===== src/logic/tlul_bridge_pkg.sv =====
package tlul_bridge_pkg;

    // ------------------------------------------------------------
    // Bus widths
    // ------------------------------------------------------------
    localparam int ADDR_W     = 32;             // Byte address
    localparam int DATA_W     = 32;
    localparam int BYTE_N     = DATA_W / 8;     // Strobe bits
    localparam int BYTE_OFS_W = $clog2(BYTE_N); // Byte offset, also largest legal a_size
    localparam int SIZE_W     = 3;
    localparam int SRC_W      = 1;              // Single ID, carried as source
    localparam int OP_W       = 3;

    // ------------------------------------------------------------
    // TL-UL opcodes
    // ------------------------------------------------------------
    localparam logic [OP_W-1:0] OP_GET         = 3'h4;
    localparam logic [OP_W-1:0] OP_PUT_FULL    = 3'h0;
    localparam logic [OP_W-1:0] OP_PUT_PARTIAL = 3'h1;
    localparam logic [OP_W-1:0] D_OP_ACK       = 3'h0; // Put response
    localparam logic [OP_W-1:0] D_OP_ACK_DATA  = 3'h1; // Get response

    // ------------------------------------------------------------
    // A-channel user field: {instr type, cmd intg, data intg}
    // ------------------------------------------------------------
    localparam int              INSTR_W     = 4;
    localparam logic [INSTR_W-1:0] INSTR_DATA = 4'h9; // Data access, never instruction fetch
    localparam int              CMD_INTG_W  = 4;  // One bit per address byte
    localparam int              DATA_INTG_W = 4;  // One bit per data byte
    localparam int              USER_W      = INSTR_W + CMD_INTG_W + DATA_INTG_W;

    // ------------------------------------------------------------
    // Device
    // ------------------------------------------------------------
    localparam int MEM_WORDS = 16;
    localparam int IDX_W     = $clog2(MEM_WORDS);
    localparam int MEM_BYTES = MEM_WORDS * BYTE_N; // First out-of-range byte address
    localparam int DEV_LAT   = 2;                  // A accept to D beat, in cycles

endpackage


===== src/logic/sub_to_tlul.sv =====
`timescale 1ns/1ps

// Component port to TL-UL host shim
// One beat per access, one transaction in flight
module sub_to_tlul (
    input  logic                                 clk,
    input  logic                                 rst_n,

    // Component side
    input  logic                                 dv_i,
    input  logic [tlul_bridge_pkg::ADDR_W-1:0]   addr_i,   // Byte address
    input  logic                                 write_i,
    input  logic [tlul_bridge_pkg::SRC_W-1:0]    id_i,
    input  logic [tlul_bridge_pkg::DATA_W-1:0]   wdata_i,
    input  logic [tlul_bridge_pkg::BYTE_N-1:0]   wstrb_i,
    input  logic [tlul_bridge_pkg::SIZE_W-1:0]   size_i,
    output logic [tlul_bridge_pkg::DATA_W-1:0]   rdata_o,
    output logic                                 hld_o,
    output logic                                 rd_err_o,
    output logic                                 wr_err_o,

    // TL-UL A channel
    output logic                                 a_valid_o,
    output logic [tlul_bridge_pkg::OP_W-1:0]     a_opcode_o,
    output logic [2:0]                           a_param_o,
    output logic [tlul_bridge_pkg::SIZE_W-1:0]   a_size_o,
    output logic [tlul_bridge_pkg::SRC_W-1:0]    a_source_o,
    output logic [tlul_bridge_pkg::ADDR_W-1:0]   a_address_o,
    output logic [tlul_bridge_pkg::BYTE_N-1:0]   a_mask_o,
    output logic [tlul_bridge_pkg::DATA_W-1:0]   a_data_o,
    output logic [tlul_bridge_pkg::USER_W-1:0]   a_user_o,
    input  logic                                 a_ready_i,

    // TL-UL D channel
    input  logic                                 d_valid_i,
    input  logic [tlul_bridge_pkg::OP_W-1:0]     d_opcode_i,
    input  logic [tlul_bridge_pkg::SRC_W-1:0]    d_source_i,
    input  logic [tlul_bridge_pkg::DATA_W-1:0]   d_data_i,
    input  logic                                 d_error_i,
    output logic                                 d_ready_o
);

    logic                                       rdy_for_next_q; // Free to issue
    logic                                       pending_q;      // A sent, D not yet seen
    logic [tlul_bridge_pkg::OP_W-1:0]           opcode;
    logic [tlul_bridge_pkg::CMD_INTG_W-1:0]     cmd_intg;
    logic [tlul_bridge_pkg::DATA_INTG_W-1:0]    data_intg;

    // ------------------------------------------------------------
    // Request side
    // ------------------------------------------------------------
    always_ff @(posedge clk or negedge rst_n) begin
        if (!rst_n) begin
            rdy_for_next_q <= 1'b1;
            pending_q      <= 1'b0;
        end else if (a_valid_o && a_ready_i) begin // A beat taken
            rdy_for_next_q <= 1'b0;
            pending_q      <= 1'b1;
        end else if (d_valid_i) begin              // Response back, slot free
            rdy_for_next_q <= 1'b1;
            pending_q      <= 1'b0;
        end
    end

    // Get for reads, full put only when every lane is written
    assign opcode = !write_i ? tlul_bridge_pkg::OP_GET :
                    (&wstrb_i) ? tlul_bridge_pkg::OP_PUT_FULL :
                                 tlul_bridge_pkg::OP_PUT_PARTIAL;

    assign a_valid_o   = dv_i & rdy_for_next_q & ~pending_q; // Same cycle as dv
    assign a_opcode_o  = opcode;
    assign a_param_o   = 3'h0;
    assign a_size_o    = size_i;
    assign a_source_o  = id_i;
    assign a_address_o = addr_i;
    assign a_mask_o    = wstrb_i;
    assign a_data_o    = wdata_i;

    tl_intg_gen u_intg_gen (
        .opcode_i    (opcode),
        .addr_i      (addr_i),
        .mask_i      (wstrb_i),
        .data_i      (wdata_i),
        .cmd_intg_o  (cmd_intg),
        .data_intg_o (data_intg)
    );

    assign a_user_o = {tlul_bridge_pkg::INSTR_DATA, cmd_intg, data_intg};

    // ------------------------------------------------------------
    // Response side
    // ------------------------------------------------------------
    assign d_ready_o = 1'b1; // D channel never stalls

    // Data only for a matching Get response, zero otherwise
    assign rdata_o = (dv_i && d_valid_i && (d_source_i == id_i) &&
                      (d_opcode_i == tlul_bridge_pkg::D_OP_ACK_DATA)) ? d_data_i : '0;

    assign hld_o    = dv_i & ~d_valid_i;               // Release on the D beat
    assign rd_err_o = ~write_i & d_error_i & d_valid_i;
    assign wr_err_o =  write_i & d_error_i & d_valid_i;

endmodule


===== src/logic/tl_intg_gen.sv =====
`timescale 1ns/1ps

// XOR-reduction check bits for the A channel
// Shim fills a_user with these, device recomputes and compares
module tl_intg_gen (
    input  logic [tlul_bridge_pkg::OP_W-1:0]        opcode_i,
    input  logic [tlul_bridge_pkg::ADDR_W-1:0]      addr_i,
    input  logic [tlul_bridge_pkg::BYTE_N-1:0]      mask_i,
    input  logic [tlul_bridge_pkg::DATA_W-1:0]      data_i,
    output logic [tlul_bridge_pkg::CMD_INTG_W-1:0]  cmd_intg_o,
    output logic [tlul_bridge_pkg::DATA_INTG_W-1:0] data_intg_o
);

    // ------------------------------------------------------------
    // Command integrity
    // ------------------------------------------------------------
    always_comb begin
        logic [tlul_bridge_pkg::CMD_INTG_W-1:0] cmd;
        cmd = '0;
        for (int k = 0; k < tlul_bridge_pkg::CMD_INTG_W; k++) begin
            cmd[k] = ^addr_i[8*k +: 8]; // Parity of address byte k
        end
        // Bit 0 also covers opcode and mask, so a flipped op or strobe shows up
        cmd[0] = cmd[0] ^ (^opcode_i) ^ (^mask_i);
        cmd_intg_o = cmd;
    end

    // ------------------------------------------------------------
    // Data integrity
    // ------------------------------------------------------------
    always_comb begin
        for (int k = 0; k < tlul_bridge_pkg::DATA_INTG_W; k++) begin
            data_intg_o[k] = ^data_i[8*k +: 8]; // Parity of data byte k
        end
    end

endmodule


===== src/logic/tlul_bridge_top.sv =====
`timescale 1ns/1ps

// Component port -> shim -> TL-UL -> memory device
module tlul_bridge_top (
    input  logic                                 clk,
    input  logic                                 rst_n,
    input  logic                                 dv_i,
    input  logic [tlul_bridge_pkg::ADDR_W-1:0]   addr_i,
    input  logic                                 write_i,
    input  logic [tlul_bridge_pkg::SRC_W-1:0]    id_i,
    input  logic [tlul_bridge_pkg::DATA_W-1:0]   wdata_i,
    input  logic [tlul_bridge_pkg::BYTE_N-1:0]   wstrb_i,
    input  logic [tlul_bridge_pkg::SIZE_W-1:0]   size_i,
    output logic [tlul_bridge_pkg::DATA_W-1:0]   rdata_o,
    output logic                                 hld_o,
    output logic                                 rd_err_o,
    output logic                                 wr_err_o
);

    // ------------------------------------------------------------
    // TL-UL link
    // ------------------------------------------------------------
    logic                                 a_valid;
    logic [tlul_bridge_pkg::OP_W-1:0]     a_opcode;
    logic [2:0]                           a_param;
    logic [tlul_bridge_pkg::SIZE_W-1:0]   a_size;
    logic [tlul_bridge_pkg::SRC_W-1:0]    a_source;
    logic [tlul_bridge_pkg::ADDR_W-1:0]   a_address;
    logic [tlul_bridge_pkg::BYTE_N-1:0]   a_mask;
    logic [tlul_bridge_pkg::DATA_W-1:0]   a_data;
    logic [tlul_bridge_pkg::USER_W-1:0]   a_user;
    logic                                 a_ready;
    logic                                 d_valid;
    logic [tlul_bridge_pkg::OP_W-1:0]     d_opcode;
    logic [tlul_bridge_pkg::SRC_W-1:0]    d_source;
    logic [tlul_bridge_pkg::DATA_W-1:0]   d_data;
    logic                                 d_error;
    logic                                 d_ready;   // Tied high inside the shim

    sub_to_tlul u_shim (
        .clk         (clk),
        .rst_n       (rst_n),
        .dv_i        (dv_i),
        .addr_i      (addr_i),
        .write_i     (write_i),
        .id_i        (id_i),
        .wdata_i     (wdata_i),
        .wstrb_i     (wstrb_i),
        .size_i      (size_i),
        .rdata_o     (rdata_o),
        .hld_o       (hld_o),
        .rd_err_o    (rd_err_o),
        .wr_err_o    (wr_err_o),
        .a_valid_o   (a_valid),
        .a_opcode_o  (a_opcode),
        .a_param_o   (a_param),
        .a_size_o    (a_size),
        .a_source_o  (a_source),
        .a_address_o (a_address),
        .a_mask_o    (a_mask),
        .a_data_o    (a_data),
        .a_user_o    (a_user),
        .a_ready_i   (a_ready),
        .d_valid_i   (d_valid),
        .d_opcode_i  (d_opcode),
        .d_source_i  (d_source),
        .d_data_i    (d_data),
        .d_error_i   (d_error),
        .d_ready_o   (d_ready)
    );

    tlul_sram_device u_dev (
        .clk         (clk),
        .rst_n       (rst_n),
        .a_valid_i   (a_valid),
        .a_opcode_i  (a_opcode),
        .a_param_i   (a_param),
        .a_size_i    (a_size),
        .a_source_i  (a_source),
        .a_address_i (a_address),
        .a_mask_i    (a_mask),
        .a_data_i    (a_data),
        .a_user_i    (a_user),
        .a_ready_o   (a_ready),
        .d_valid_o   (d_valid),
        .d_opcode_o  (d_opcode),
        .d_source_o  (d_source),
        .d_data_o    (d_data),
        .d_error_o   (d_error),
        .d_ready_i   (d_ready)
    );

endmodule


===== src/logic/tlul_sram_device.sv =====
`timescale 1ns/1ps

// Small TL-UL memory target
// Checks integrity and range, answers DEV_LAT cycles after accept
module tlul_sram_device (
    input  logic                                 clk,
    input  logic                                 rst_n,

    // A channel
    input  logic                                 a_valid_i,
    input  logic [tlul_bridge_pkg::OP_W-1:0]     a_opcode_i,
    input  logic [2:0]                           a_param_i,
    input  logic [tlul_bridge_pkg::SIZE_W-1:0]   a_size_i,
    input  logic [tlul_bridge_pkg::SRC_W-1:0]    a_source_i,
    input  logic [tlul_bridge_pkg::ADDR_W-1:0]   a_address_i,
    input  logic [tlul_bridge_pkg::BYTE_N-1:0]   a_mask_i,
    input  logic [tlul_bridge_pkg::DATA_W-1:0]   a_data_i,
    input  logic [tlul_bridge_pkg::USER_W-1:0]   a_user_i,
    output logic                                 a_ready_o,

    // D channel
    output logic                                 d_valid_o,
    output logic [tlul_bridge_pkg::OP_W-1:0]     d_opcode_o,
    output logic [tlul_bridge_pkg::SRC_W-1:0]    d_source_o,
    output logic [tlul_bridge_pkg::DATA_W-1:0]   d_data_o,
    output logic                                 d_error_o,
    input  logic                                 d_ready_i
);

    localparam int DI = tlul_bridge_pkg::DATA_INTG_W; // Data intg sits at the bottom of a_user

    logic [tlul_bridge_pkg::DATA_W-1:0]         mem_q [tlul_bridge_pkg::MEM_WORDS];
    logic [tlul_bridge_pkg::DEV_LAT-1:0]        stage_q;     // One-hot position of the response
    logic                                       rsp_get_q;
    logic [tlul_bridge_pkg::SRC_W-1:0]          rsp_src_q;
    logic [tlul_bridge_pkg::DATA_W-1:0]         rsp_data_q;
    logic                                       rsp_err_q;   // Range or protocol fault
    logic                                       intg_err_q;  // Last accepted beat failed intg
    logic                                       a_hs;
    logic                                       stall;
    logic                                       is_get;
    logic                                       proto_ok;
    logic                                       range_ok;
    logic                                       intg_ok;
    logic                                       acc_ok;
    logic [tlul_bridge_pkg::IDX_W-1:0]          idx;
    logic [tlul_bridge_pkg::CMD_INTG_W-1:0]     cmd_intg;
    logic [tlul_bridge_pkg::DATA_INTG_W-1:0]    data_intg;

    // ------------------------------------------------------------
    // Request decode
    // ------------------------------------------------------------
    assign a_ready_o = ~|stage_q;          // Idle only when nothing in flight
    assign a_hs      = a_valid_i & a_ready_o;
    assign is_get    = (a_opcode_i == tlul_bridge_pkg::OP_GET);
    assign proto_ok  = (is_get || a_opcode_i == tlul_bridge_pkg::OP_PUT_FULL ||
                        a_opcode_i == tlul_bridge_pkg::OP_PUT_PARTIAL) &&
                       (a_param_i == 3'h0) &&
                       (a_size_i <= tlul_bridge_pkg::BYTE_OFS_W); // No wider than the bus
    assign range_ok  = (a_address_i < tlul_bridge_pkg::MEM_BYTES);
    assign idx       = a_address_i[tlul_bridge_pkg::BYTE_OFS_W +: tlul_bridge_pkg::IDX_W];

    tl_intg_gen u_intg_chk (
        .opcode_i    (a_opcode_i),
        .addr_i      (a_address_i),
        .mask_i      (a_mask_i),
        .data_i      (a_data_i),
        .cmd_intg_o  (cmd_intg),
        .data_intg_o (data_intg)
    );

    // Instr type, cmd and data check bits must all agree
    assign intg_ok = (a_user_i[tlul_bridge_pkg::USER_W-1 -: tlul_bridge_pkg::INSTR_W]
                          == tlul_bridge_pkg::INSTR_DATA) &&
                     (a_user_i[DI +: tlul_bridge_pkg::CMD_INTG_W] == cmd_intg) &&
                     (a_user_i[DI-1:0] == data_intg);
    assign acc_ok  = range_ok & proto_ok & intg_ok;

    // ------------------------------------------------------------
    // Response pipeline
    // ------------------------------------------------------------
    assign d_valid_o = stage_q[tlul_bridge_pkg::DEV_LAT-1];
    assign stall     = d_valid_o & ~d_ready_i; // Hold the beat until taken

    always_ff @(posedge clk or negedge rst_n) begin
        if (!rst_n) begin
            stage_q    <= '0;
            intg_err_q <= 1'b0;
        end else begin
            if (!stall) begin
                stage_q <= {stage_q[tlul_bridge_pkg::DEV_LAT-2:0], a_hs};
            end
            if (a_hs) begin
                intg_err_q <= ~intg_ok;
            end
        end
    end

    always_ff @(posedge clk) begin
        if (a_hs) begin
            rsp_get_q  <= is_get;
            rsp_src_q  <= a_source_i;                            // Echo ID
            rsp_data_q <= (is_get && acc_ok) ? mem_q[idx] : '0; // Zero on any fault
            rsp_err_q  <= ~(range_ok & proto_ok);
        end
    end

    assign d_opcode_o = rsp_get_q ? tlul_bridge_pkg::D_OP_ACK_DATA : tlul_bridge_pkg::D_OP_ACK;
    assign d_source_o = rsp_src_q;
    assign d_data_o   = rsp_data_q;
    assign d_error_o  = rsp_err_q | intg_err_q;

    // ------------------------------------------------------------
    // Storage, byte-masked write
    // ------------------------------------------------------------
    always_ff @(posedge clk or negedge rst_n) begin
        if (!rst_n) begin
            for (int w = 0; w < tlul_bridge_pkg::MEM_WORDS; w++) begin
                mem_q[w] <= '0;
            end
        end else if (a_hs && !is_get && acc_ok) begin // Faulty puts never land
            for (int b = 0; b < tlul_bridge_pkg::BYTE_N; b++) begin
                if (a_mask_i[b]) begin
                    mem_q[idx][8*b +: 8] <= a_data_i[8*b +: 8];
                end
            end
        end
    end

endmodule


===== config.mk =====
export PLATFORM = sky130hd
export DESIGN_NAME = tlul_bridge_top
export DESIGN_NICKNAME = d
export VERILOG_FILES = /design/src/logic/tlul_bridge_pkg.sv /design/src/logic/sub_to_tlul.sv /design/src/logic/tl_intg_gen.sv /design/src/logic/tlul_bridge_top.sv /design/src/logic/tlul_sram_device.sv
export SDC_FILE = /design/constraint.sdc
export NUM_CORES = 1
export LEC_CHECK = 0
export BUFFER_PORTS_ARGS = -buffer_cell sky130_fd_sc_hd__buf_2
export CORE_MARGIN = 5
export CORE_UTILIZATION = 57
export CTS_CLUSTER_DIAMETER = 40
export CTS_CLUSTER_SIZE = 24
export DETAILED_ROUTE_END_ITERATION = 16
export GPL_TIMING_DRIVEN = 0
export PLACE_DENSITY_LB_ADDON = 0.05
export SYNTH_ARGS = -nofsm -noshare
export SYNTH_HDL_FRONTEND = slang
export SYNTH_SLANG_ARGS = --single-unit

===== constraint.sdc =====
create_clock -name clk -period 3 [get_ports clk]
set_input_delay 0.3 -clock clk [delete_from_list [all_inputs] [get_ports clk]]
set_output_delay 0.3 -clock clk [all_outputs]
set_load 0.005 [all_outputs]

# Yosys cells after proc, flatten, opt, wreduce, memory -nomap -nowiden
# Cells that the tools add are included.
[totals]
reg_bits = 551
inputBits = 76
output_inout_bits = 35
word_cells = 92
[op_classes]
order_cmp = 4
eq_ne = 4
mux = 30
bitwise_logic = 14
reduce_logical = 17
[ops]
columns = ["cell", "n"]
rows = [
  ["$mux W512", 7],
  ["$bwmux W512", 4],
  ["$demux W32 S4", 4],
  ["$bmux W32 S4", 1],
  ["$mux W32", 4],
  ["$lt A32 B7 Y1 const B", 1],
  ["$mux W24", 1],
  ["$mux W16", 1],
  ["$and A1 B1 Y1", 9],
  ["$logic_and A1 B1 Y1", 9],
  ["$mux W8", 1],
  ["$eq A3 B1 Y1 const B", 2],
  ["$mux W1", 6],
  ["$ge A5 B5 Y1 const B", 1],
  ["$lt A5 B1 Y1 const B", 1],
  ["$not A4 Y5", 1],
  ["$not A1 Y1", 4],
  ["$reduce_and A4 Y1", 1],
  ["$eq A3 B3 Y1 const B", 1],
  ["$le A3 B2 Y1 const B", 1],
  ["$logic_not A3 Y1", 1],
  ["$mux W3", 1],
  ["$logic_not A1 Y1", 2],
  ["$logic_or A1 B1 Y1", 2],
  ["3 further kinds", 3],
]

# Longest topological paths before layout
# Gate-level depths: netlist of the first run.
[logic_depth]
word_depth = 18
mapped_depth = 8
ltp_nobuf = 4

# By module
# From an unflattened synthesis of the first run, not the netlist that was laid out.
[unflattened]
cells_unflattened = 1866
area_unflattened_um2 = 28493.6
[by_module_without_submodules]
columns = ["module", "instances", "cells_per_inst", "area_per_inst_um2", "seq_area_each_um2"]
rows = [
  ["tlul_sram_device", 1, 1571, 25898.6, 13938.4],
  ["sub_to_tlul", 1, 175, 1461.4, 51.3],
  ["tl_intg_gen", 2, 60, 566.8, 0.0],
]

# Least setup slack after synthesis of the first run
# OpenSTA, ideal clock, no wires.
[synth_path]
path_type = "register -> register"
from = "register u_shim.rdy_for_next_q"
to = "register u_dev.rsp_data_q (netlist bit u_dev.d_data_o[0]), enable pin"
setup_ns = 0.391
arrival_time_ns = 1.881
t_required_ns = 2.609
path_slack_ns = 0.728
path_stages_with_launch = 6
n_path_buf = 2
synth_period_minus_slack_ns = 2.272
cell_sequence = "dfstp_2 > nand4bb_1 > or2_1 > buf_4 > buf_6 > inv_1"
[synth_via]
elab_chain_len = 3
[synth_rtl]
columns = ["element", "line_no", "source"]
rows = [
  ["from (decl)", "sub_to_tlul.sv:43", "logic rdy_for_next_q;"],
  ["from (signal assigned)", "sub_to_tlul.sv:54", "rdy_for_next_q <= 1'b1;"],
  ["from (signal assigned)", "sub_to_tlul.sv:57", "rdy_for_next_q <= 1'b0;"],
  ["from (signal assigned)", "sub_to_tlul.sv:60", "rdy_for_next_q <= 1'b1;"],
  ["$and A1 B1 Y1 (2 in a row)", "sub_to_tlul.sv:70", "assign a_valid_o = dv_i & rdy_for_next_q & ~pending_q;"],
  ["$and A1 B1 Y1", "tlul_sram_device.sv:54", "assign a_hs = a_valid_i & a_ready_o;"],
  ["named net u_dev.a_hs", "tlul_sram_device.sv:39", "logic a_hs;"],
  ["to (signal assigned)", "tlul_sram_device.sv:103", "rsp_data_q <= (is_get && acc_ok) ? mem_q[idx] : '0;"],
  ["to (decl)", "tlul_sram_device.sv:36", "logic [tlul_bridge_pkg::DATA_W-1:0] rsp_data_q;"],
]
# The timed path passes the listed nets, and every way through them passes these cells.
# A chain may end at the register's enable or synchronous reset.

# Worst setup path after layout of the first run
[layout_path]
from = "register u_dev.stage_q[1] (netlist name)"
to = "register u_dev.mem_q[458] (netlist name)"
[layout_via]
elab_chain_len = 5
[layout_rtl]
columns = ["element", "line_no", "source"]
rows = [
  ["from (decl)", "tlul_sram_device.sv:33", "logic [tlul_bridge_pkg::DEV_LAT-1:0] stage_q;"],
  ["from (signal assigned)", "tlul_sram_device.sv:91", "stage_q <= {stage_q[tlul_bridge_pkg::DEV_LAT-2:0], a_hs};"],
  ["$reduce_or A2 Y1", "tlul_sram_device.sv:53", "assign a_ready_o = ~|stage_q;"],
  ["$logic_not A1 Y1", "tlul_sram_device.sv:53", ""],
  ["$and A1 B1 Y1", "tlul_sram_device.sv:54", ""],
  ["$logic_and A1 B1 Y1 (2 in a row)", "tlul_sram_device.sv:121", "end else if (a_hs && !is_get && acc_ok) begin"],
  ["to (signal, indexed assignment)", "tlul_sram_device.sv:124", "mem_q[idx][8*b +: 8] <= a_data_i[8*b +: 8];"],
  ["to (decl)", "tlul_sram_device.sv:32", "logic [tlul_bridge_pkg::DATA_W-1:0] mem_q [tlul_bridge_pkg::MEM_WORDS];"],
]
# No other way between the ends.

==> results of run 1 <==
==> through the flow <==
| step | util | hold slack [ns] | cells | TNS [ns] | power, mW |
|---|---|---|---|---|---|
| CTS | 0.6725 | 0.002680 | 2511 | 0 | 18.02 |
| global route | 0.6725 | 0.01503 | 2511 | 0 | 18.42 |
| floorplan | - | 0.004409 | 1630 | 0 | 7.884 |
| detailed placement | 0.6044 | 0.2221 | 2341 | -0.06054 | 8.271 |
| global placement | 0.6013 | 0.3532 | 2336 | -4477.04 | 8.244 |
| finish | 0.6726 | 0.04089 | 2512 | 0 | 17.84 |
==> flip-flops by register name (all words and copies together) (netlist names) <==
| register | cells |
|---|---|
| u_shim.pending_q | 1 |
| u_dev.stage_q | 2 |
| u_dev.rsp_err_q | 1 |
| u_shim.rdy_for_next_q | 1 |
| u_dev.rsp_get_q | 1 |
| u_dev.mem_q | 512 |
| u_dev.d_data_o | 32 |
| u_dev.d_source_o | 1 |
==> routing by layer <==
layer | global-route usage | up-vias | wire length, microns
met5 | 0 | - | 29
met3 | 0.06092 | 139 | 4295
li1 | - | 6661 | -
met4 | 0.08893 | 6 | 2040
met1 | 0.3846 | 8224 | 27980
met2 | 0.4138 | 482 | 30800
==> worst max-delay path, cell delays in order, from the launching register on <==
cell	delay [ns]
dfrtp_1	0.43
nand4bb_1	0.20
or2_1	0.33
buf_4	0.23
buf_6	0.19
nor4_4	0.95
mux2_2	0.43
==> power groups by stage <==
stage / logic, mW / clock network (mW) / registers, mW
4_1_cts: 0.673 / 9.85 / 7.49
5_1_grt: 0.727 / 10.2 / 7.49
3_3_place_gp: 0.613 / 0 / 7.63
6_report: 0.666 / 9.68 / 7.49
3_5_place_dp: 0.643 / 0 / 7.63
2_1_floorplan: 0.255 / 0 / 7.63
==> synth_stat cells <==
library cell  count  share of area
mux2_1           91          0.040
mux4_2          128           0.11
buf_6             5         0.0022
buf_4             8         0.0023
mux2_2          421           0.18
inv_1             3        0.00044
or2_1             1        0.00024
and4bb_2          5         0.0024
a22oi_1          64          0.019
and2_1           37         0.0090
nor4_1            6         0.0015
and4_1            1        0.00034
nor4_4           48          0.040
buf_1             2        0.00029
nor4b_1           4         0.0014
edfxtp_1         35          0.041
nor2_1            6        0.00087
dfstp_2           1         0.0010
nand4_1          14         0.0034
or4_1            16         0.0047
buf_2            46         0.0089
or2_2             1        0.00024
nor4_2            1        0.00048
dfrtp_1         515           0.50
or3_1             1        0.00024
clkbuf_1         74          0.011
a21oi_1          32         0.0062
xor2_1            1        0.00034
nor2b_1           3        0.00073
nor3_1            1        0.00019
and4b_1           2        0.00078
nand3_1           1        0.00019
nand2_1          54         0.0078
nand4bb_1         1        0.00044
o21ai_0           1        0.00019
==> worst max-delay path by stage <==
stage	startpoint	to	slack (ns)	cells after the start
after floorplan	u_shim.rdy_for_next_q$_DFFE_PN1P_	u_dev.d_data_o[0]$_SDFFCE_PN0P_	0.73	5
after CTS	u_dev.d_source_o$_DFFE_PP_	rdata_o[16]	0.12	5
after detailed placement	addr_i[3]	u_dev.d_data_o[18]$_SDFFCE_PN0P_	-0.03	8
after global placement	rst_n	u_dev.mem_q[19]$_DFFE_PN0P_	-8.72	1
final	u_dev.stage_q[1]$_DFF_PN0_	u_dev.mem_q[458]$_DFFE_PN0P_	0.12	6
after global routing	u_dev.stage_q[1]$_DFF_PN0_	u_dev.mem_q[463]$_DFFE_PN0P_	0.04	6
==> cell families after synthesis <==
family	count (synthesis)	share of synthesized area
xor+xnor	1	0.0003391
simple gates	203	0.07435
compound gates	97	0.02499
buf+inv	138	0.02490
mux	640	0.3348
flops	551	0.5406
==> final cells by class <==
class                           instances  area share
Antenna cell                            1  0.00008252
Buffer                                135     0.02084
Clock buffer                           95     0.07155
Clock inverter                         49     0.02100
Inverter                                3   0.0003713
Multi-Input combinational cell        941      0.3702
Sequential cell                       551      0.4605
Tap cell                              600     0.02476
Timing Repair Buffer                  137     0.03070
==> timing repair <==
item                                    CTS  global route
resized for setup                         1             0
endpoints found under the setup margin   14             0
hold buffers                             26             0
hold endpoints to repair                173             0
==> layout by cell type (no fill, tap or decap), types with 14 or more instances in the layout <==
cell type / count
or4_1: 16
mux2_2: 421
and2_1: 37
dfrtp_1: 515
clkbuf_1: 79
edfxtp_1: 35
a21oi_1: 32
clkbuf_16: 81
mux2_1: 91
a22oi_1: 64
mux4_2: 128
nor4_4: 48
nand4_1: 14
nand2_1: 54
buf_2: 151
dlygate4sd3_1: 26
==> metrics.yaml, run 1 <==
power:
  p_sw_mw: 4.045
  p_leak_nw: 14.57
  combPwrFrac: 0.037
  peakVddDrop_v: 0.0006244
  power.share.clock: 0.542
  seqPwrFrac: 0.420
  cell_internal_pwr_mw: 13.79
  switching_share: 0.2268
  powerDensity_nw_per_um2: 588.2
logic_synthesis:
  yosysSeqAreaShare: 0.5406
  synth.cell_area_sq_um: 25830
  ys_seq_elements: 551
  ys_warn_count: 0
  synth_nets: 1706
  synth.avg_cell_area_sq_um: 15.85
  synth_cell_type_count: 35
  syn_inst: 1630
floorplan:
  die_w_microns: 222.9
  rows: 78
  fp.dieH_microns: 222.9
  initial_utilization: 0.5729
  io_pins: 111
  dieArea_sq_um: 49680
  core_area_sq_um: 45090
global_routing:
  overflow: 0
  grt_pass1_vias: 16530
  grt_pass1_wl_microns: 101500
  grt_max_degree: 125
  grt_util_all_layers: 0.2684
  antenna_found_initial: 5
timing:
  fmax_ghz: 0.3468
  worstMarginPinSlew_ns: 1.185
  finalHoldViolCount: 0
  finalCritPeriodShare: 0.9612
  rsz0062_at_grt: "false"
  timing.slew.headroom: 0.1987
  drv_slew: 0
  setup_slack_ns: 0.1164
  finClkSkew_ns: 0.01925
  fin_crit_ns: 2.884
  finalSetupViolCount: 0
layout:
  multiInputGateArea_sq_um: 11230
  nets: 1923
  final_area_sq_um: 30320
  seq_area_sq_um: 13960
  drive_gt1_frac: 0.4793
  n_fill_cell: 3228
  areaGrowthSynthToFinish_pct: 17.39
min_path:
  worstHoldStart: "wdata_i[1]"
  min_path_type: "in -> reg"
  hold_depth: 2
  whs_endpoint: "u_dev.mem_q[417]$_DFFE_PN0P_"
placed_design:
  portBuffers: 106
  gp_congestion: 0.8772
  pre_cts_ws_ns: -0.02520
  dpl-instance-area_sq_um: 27250
  dp_hpwl_microns: 42580
setup_path:
  critPathKind: "reg -> reg"
  required_ns: 3.49
  r2r_slack_ns: 0.12
  r2r_end: "u_dev.mem_q[458]$_DFFE_PN0P_"
  start_kind: "flip-flop"
  critPathCaptureType: "flip-flop"
  arrival_ns: 3.38
  crit_path_max_fanout: 10
  reg2reg_depth: 6
  reg2reg_from: "u_dev.stage_q[1]$_DFF_PN0_"
routing:
  dr.pass1.iters: 5
  ant_nets: 0
  viasPerCell: 6.175
  drt_iter0_markers: 1139
  post_drt_wl_per_cell_microns: 25.93
  drc: 0
  wirelength_microns: 65140
  vias: 15510
cts:
  cts-root-buf: "clkbuf_16"
  post_cts_buffers: 0
  clk_latency_ns: 0.61
  clock_sinks: 551
  clk_pin_slew_ns: 0.06
  cts_max_level: 3
  numCtsBuffers: 78
  cts_buffer_depth: 3
  cts_tree: "yes"
flow_run:
  maxCapViolCount: 0
run_status:
  outcome: "finished clean"
Note: power is estimated with default switching activity, not from simulation.
==> run 2, diff against run 1 <==
--- a/config.mk
+++ b/config.mk
@@ -12,7 +12,7 @@
 export CTS_CLUSTER_SIZE = 24
 export DETAILED_ROUTE_END_ITERATION = 16
 export GPL_TIMING_DRIVEN = 0
-export PLACE_DENSITY_LB_ADDON = 0.05
+export PLACE_DENSITY = 0.75
 export SYNTH_ARGS = -nofsm -noshare
 export SYNTH_HDL_FRONTEND = slang
 export SYNTH_SLANG_ARGS = --single-unit
==> run 2 against run 1 <==
Register-to-register slack improved by 0.02 ns. Sequential cell count did not move. Non-clock buffer count fell by 10. Worst setup slack improved by 0.019 ns. Core utilization fell by 0.90 points.
==> metrics.yaml, run 2 (same netlist as run 1, synthesis figures left out) <==
run_status:
  outcome: "finished clean"
routing:
  post_drt_wl_per_cell_microns: 26.59
  wirelength_microns: 66430
  drt_iter0_markers: 1399
  drc: 0
  ant_nets: 0
  viasPerCell: 6.244
  vias: 15600
  dr.pass1.iters: 7
setup_path:
  start_kind: "flip-flop"
  slowest_delay_ns: 0.94
  crit_path_max_fanout: 10
  r2r_slack_ns: 0.14
  cp_top_family: "simple AND/OR/NAND/NOR gates"
  path_cells: "nand4bb_1, or2_1, buf_4, buf_6, nor4_4, mux2_2"
  arrival_ns: 3.34
  required_ns: 3.48
  cp.buffers_inverters: 2
  critPathKind: "reg -> reg"
  critPathCaptureType: "flip-flop"
  cp_slowest_cell: "nor4_4"
flow_run:
  maxCapViolCount: 0
timing:
  finalHoldViolCount: 0
  finClkSkew_ns: 0.01849
  setup_tns_ns: 0
  timing.slew.headroom: 0.07949
  worstMarginPinSlew_ns: 1.362
  fmax_ghz: 0.3491
  fin_crit_ns: 2.865
  finalSetupViolCount: 0
  drv_slew: 0
  finalCritPeriodShare: 0.9548
  rsz0062_at_grt: "false"
floorplan:
  fp.dieH_microns: 222.9
  io_pins: 111
  dieArea_sq_um: 49680
  rows: 78
  initial_utilization: 0.5729
  die_w_microns: 222.9
  core_area_sq_um: 45090
cts:
  cts_max_level: 3
  numCtsBuffers: 74
  cts_buffer_depth: 3
  clk_latency_ns: 0.62
  clock_sinks: 551
  cts-root-buf: "clkbuf_16"
  clk_pin_slew_ns: 0.06
  cts_tree: "yes"
placed_design:
  gp_congestion: 0.9044
  dp.cells: 2341
  dpl-instance-area_sq_um: 27260
  portBuffers: 106
  dp_hpwl_microns: 42460
layout:
  areaGrowthSynthToFinish_pct: 15.82
  top_register: "u_dev.mem_q"
  nets: 1909
  drive_gt1_frac: 0.4797
  fin_cells: 2498
  largest_reg_flops: 512
  final_area_sq_um: 29920
  final_common_cell: "dfrtp_1"
  final_cell_mix: "dfrtp_1, mux2_2, buf_2"
  utilization: 0.6635
global_routing:
  antenna_found_initial: 5
  grt_max_degree: 131
  grt_pass1_vias: 16820
  grt_util_all_layers: 0.2717
  grt_pass1_wl_microns: 102900
  overflow: 0
power:
  p_leak_nw: 14.37
  peakVddDrop_v: 0.0005135
  powerDensity_nw_per_um2: 563.8
min_path:
  min_path_type: "in -> reg"
[run 2: cell count changes in the layout (fill, tap and decap cells not counted), sizes merged, moves of 3 or more]
cell / previous run / this run
inv: 18 / 24
clkbuf: 169 / 159
clkinvlp: 6 / 9
dlygate4sd3: 26 / 16
bufinv: 10 / 3
[run 2: per-layer routing]
metal | track usage | routed length, microns | vias up
met5 | 0 | 11 | -
met4 | 0.09921 | 2267 | 2
met3 | 0.06250 | 5075 | 143
met2 | 0.4189 | 31280 | 563
met1 | 0.3850 | 27800 | 8272
li1 | - | - | 6618
[run 2: worst reg2reg max path: stages, from the launching register on]
cell and delay, ns:
dfstp_2 0.54, nand4bb_1 0.09, or2_1 0.32, buf_4 0.22
buf_6 0.19, nor4_4 0.95, mux2_2 0.43
[run 2: area by class of cell]
cell class	count	area (sq um)
Timing Repair Buffer	127	838.3
Antenna cell	3	7.507
Clock buffer	85	1966
Buffer	135	633.1
Inverter	3	11.26
Clock inverter	53	520.5
Sequential cell	551	13960
Fill cell	3169	15170
Tap cell	600	750.7
Multi-Input combinational cell	941	11230
[run 2: where the power goes]
group | switching (mW) | internal [mW]
sequential | 0 | 7.49
clock | 3.60 | 5.12
combinational | 0.481 | 0.175
[run 2: timing repair]
item | 4_1_cts | 5_1_grt
hold endpoints to repair | 83 | 0
gates cloned | 0 | 0
hold buffers | 16 | 0
endpoints found under the setup margin | 20 | 9
gates resized for setup | 1 | 2
buffers inserted | 0 | 0
[run 2: path summary, 6_finish.rpt]
| path | startpoint | endpoint | depth (start not counted) |
|---|---|---|---|
| max reg2reg | u_shim.rdy_for_next_q$_DFFE_PN1P_ | u_dev.mem_q[451]$_DFFE_PN0P_ | 6 |
| min in group asynchronous | rst_n | u_dev.mem_q[485]$_DFFE_PN0P_ | 2 |
| max | u_shim.rdy_for_next_q$_DFFE_PN1P_ | u_dev.mem_q[451]$_DFFE_PN0P_ | 6 |
| min | wdata_i[9] | u_dev.mem_q[425]$_DFFE_PN0P_ | 2 |
| min reg2reg | u_dev.stage_q[0]$_DFF_PN0_ | u_dev.stage_q[1]$_DFF_PN0_ | 0 |
| max in group asynchronous | rst_n | u_dev.mem_q[499]$_DFFE_PN0P_ | 5 |
[run 2: stage by stage]
stage,setup slack (ns),power [mW],hold WS (ns)
global placement,-8.400,8.232,0.3566
detailed placement,-0.1196,8.263,0.2284
floorplan,0.7282,7.884,0.004409
finish,0.1355,16.87,0.02642
CTS,0.006519,16.98,0.001521
global route,0.06554,17.40,0.01967
==> run 3, diff against run 2 <==
--- a/config.mk
+++ b/config.mk
@@ -12,7 +12,8 @@
 export CTS_CLUSTER_SIZE = 24
 export DETAILED_ROUTE_END_ITERATION = 16
 export GPL_TIMING_DRIVEN = 0
-export PLACE_DENSITY = 0.75
+export PLACE_DENSITY = 0.74
 export SYNTH_ARGS = -nofsm -noshare
 export SYNTH_HDL_FRONTEND = slang
+export SYNTH_HIERARCHICAL = 1
 export SYNTH_SLANG_ARGS = --single-unit
==> run 3 against run 2 <==
The flow now finishes with violations (negative setup slack). Critical path depth rose by 9. Maximum frequency is 12% lower. Area after synthesis increased by 10%. Worst setup slack got worse by 0.38 ns. Clock power up 6.8%. Cell count is 15% higher. Clock-buffer cell count up 12. Combinational power increased by 120%. Routed wire length rose by 13%. Sequential cell count up 1. Non-clock buffer count is 140 higher. Sequential share of layout area decreased by 6.3 points. Critical path type is now in -> reg. Largest cell class unchanged. Largest power group unchanged.
==> metrics.yaml, run 3 <==
run_status:
  outcome: "finished, violations left"
  violations: "negative setup slack"
global_routing:
  grt_util_all_layers: 0.2674
  grt_max_degree: 127
  overflow: 0
  grt_pass1_wl_microns: 110100
  grt_pass1_vias: 18210
  antenna_found_initial: 1
timing:
  worstMarginPinSlew_ns: 1.365
  drv_slew: 0
  timing.slew.headroom: 0.09030
  fin_crit_ns: 3.241
  setup_slack_ns: -0.2410
  fmax_ghz: 0.3085
  finClkSkew_ns: 0.02318
  finalSetupViolCount: 273
  rsz0062_at_grt: "true"
  finalCritPeriodShare: 1.080
  whs_ns: 0.06945
  setup_tns_ns: -17.03
  finalHoldViolCount: 0
flow_run:
  maxCapViolCount: 0
cts:
  numCtsBuffers: 77
  clock_sinks: 552
  cts-root-buf: "clkbuf_16"
  clk_latency_ns: 0.62
  cts_tree: "yes"
  cts_max_level: 3
  cts_buffer_depth: 3
  clk_pin_slew_ns: 0.06
floorplan:
  die_w_microns: 233.6
  core_area_sq_um: 49760
  rows: 82
  fp.dieH_microns: 233.6
  io_pins: 111
  initial_utilization: 0.5726
  dieArea_sq_um: 54560
setup_path:
  critPathKind: "in -> reg"
  arrival_ns: 3.73
  start_kind: "input port"
  critPathCaptureType: "flip-flop"
  crit_path_max_fanout: 8
  required_ns: 3.49
layout:
  largest_reg_flops: 512
  antenna_cells: 0
  nets: 2215
  top_register: "u_dev/mem_q"
  final_common_cell: "dfrtp_1"
  drive_gt1_frac: 0.5679
  utilization: 0.6967
  fin_cells: 2875
  final_cell_mix: "dfrtp_1, mux2_2, mux4_2"
  areaGrowthSynthToFinish_pct: 21.67
  final_area_sq_um: 34670
logic_synthesis:
  synth_cell_type_count: 46
  synth_edf_count: 35
  synth_top_area_share: 0.4532
  ys.flop_type: "dfrtp_1"
  synth.cell_area_sq_um: 28490
  ys_seq_elements: 552
  synth_most_common_cell: "dfrtp_1"
  synth.avg_cell_area_sq_um: 15.27
  yosysTopAreaCell: "dfrtp_1"
  ys_warn_count: 6
  synthTopCellsByCount: "dfrtp_1, mux2_2, mux4_2, xnor2_1, buf_4"
  async_flop_share: 0.9366
  yosysSeqAreaShare: 0.4910
  synthTopCellsByArea: "dfrtp_1, mux2_2, mux4_2"
  syn_inst: 1866
routing:
  post_drt_wl_per_cell_microns: 26.19
  dr.pass1.iters: 6
  wirelength_microns: 75300
  drc: 0
  ant_nets: 0
  viasPerCell: 6.087
  drt_iter0_markers: 1439
  vias: 17500
placed_design:
  dpl-instance-area_sq_um: 30100
  pre_cts_ws_ns: -1.248
  dp.cells: 2658
  gp_congestion: 0.9183
  portBuffers: 107
  dp_hpwl_microns: 47210
power:
  peakVddDrop_v: 0.0004617
  finalPower_mw: 18.26
  powerDensity_nw_per_um2: 526.6
  p_leak_nw: 16.31
min_path:
  min_path_type: "in -> reg"
[run 3: changes by cell type after synthesis, sizes merged, moves of 11 or more]
cell / delta
nor2b: +30
nand4: -12
a21oi: -32
nand3: +18
xnor2: +106
nor4: +38
mux4: +32
buf: +75
xor2: +16
a22oi: -63
and2: -34
nor3: +11
nand2b: +34
[run 3: layer usage]
layer	wire length, microns	GRT usage	vias up
met2	36600	0.4345	581
li1	-	-	7397
met5	0	0	-
met4	2242	0.08130	0
met3	4692	0.04303	141
met1	31760	0.3765	9382
[run 3: area by class of cell]
cell class	count	area [sq um]
Buffer	213	1511
Timing Repair Buffer	189	1819
Inverter	3	11.26
Tap cell	672	840.8
Clock inverter	46	496.7
Sequential cell	552	13990
Clock buffer	97	2198
Fill cell	3152	15090
Multi-Input combinational cell	1103	13800
[run 3: cells by family (layout without fill, tap and decap cells)]
kind of cell              count (synthesis)  count (layout)  share of synthesized area
muxes                                   673             673                     0.3292
DFF                                     552             552                     0.4910
and+or+nand+nor                         283             283                    0.08976
buffers and inverters                   220             548                    0.04527
xor gates and xnor gates                129             129                    0.04281
AOI/OAI and AO/OA                         6               6                   0.001581
other                                     3              12                  0.0003952
[run 3: path summary, 6_finish.rpt]
check	from	end	slack [ns]	depth (start not counted)
min reg2reg	u_dev/mem_q[181]$_DFFE_PN0P_	u_dev/mem_q[181]$_DFFE_PN0P_	0.50	1
min	dv_i	u_shim/pending_q$_DFFE_PN0P_	0.07	3
max reg2reg	u_shim/rdy_for_next_q$_DFFE_PN1P_	u_dev/mem_q[372]$_DFFE_PN0P_	0.04	9
max in group asynchronous	rst_n	u_dev/mem_q[380]$_DFFE_PN0P_	1.29	4
min in group asynchronous	rst_n	u_dev/mem_q[329]$_DFFE_PN0P_	0.18	2
max	wstrb_i[1]	u_dev/mem_q[39]$_DFFE_PN0P_	-0.24	15
[run 3: worst max-delay path: stages]
cell	delay, ns
buf_8	0.10
buf_6	0.10
xnor3_1	0.35
xnor3_1	0.41
xnor3_1	0.26
xnor2_2	0.28
nand3_2	0.12
or3_4	0.40
buf_8	0.15
buf_12	0.12
buf_16	0.13
buf_12	0.14
nor4_4	0.32
buf_12	0.20
mux2_4	0.32
[run 3: what timing repair did]
action / 4_1_cts / 5_1_grt
resized for setup: 33 / 226
hold buffers: 2 / 0
setup buffers: 32 / 41
gates cloned: 0 / 2
setup endpoints to repair: 530 / 512
hold endpoints to repair: 38 / 0
pin swaps: 38 / 52
[run 3: power breakdown]
group | internal (mW) | leakage (nW) | switching (mW)
Clock | 5.74 | 1.32 | 3.57
Combinational | 0.579 | 7.52 | 0.864
Sequential | 7.51 | 7.47 | 0
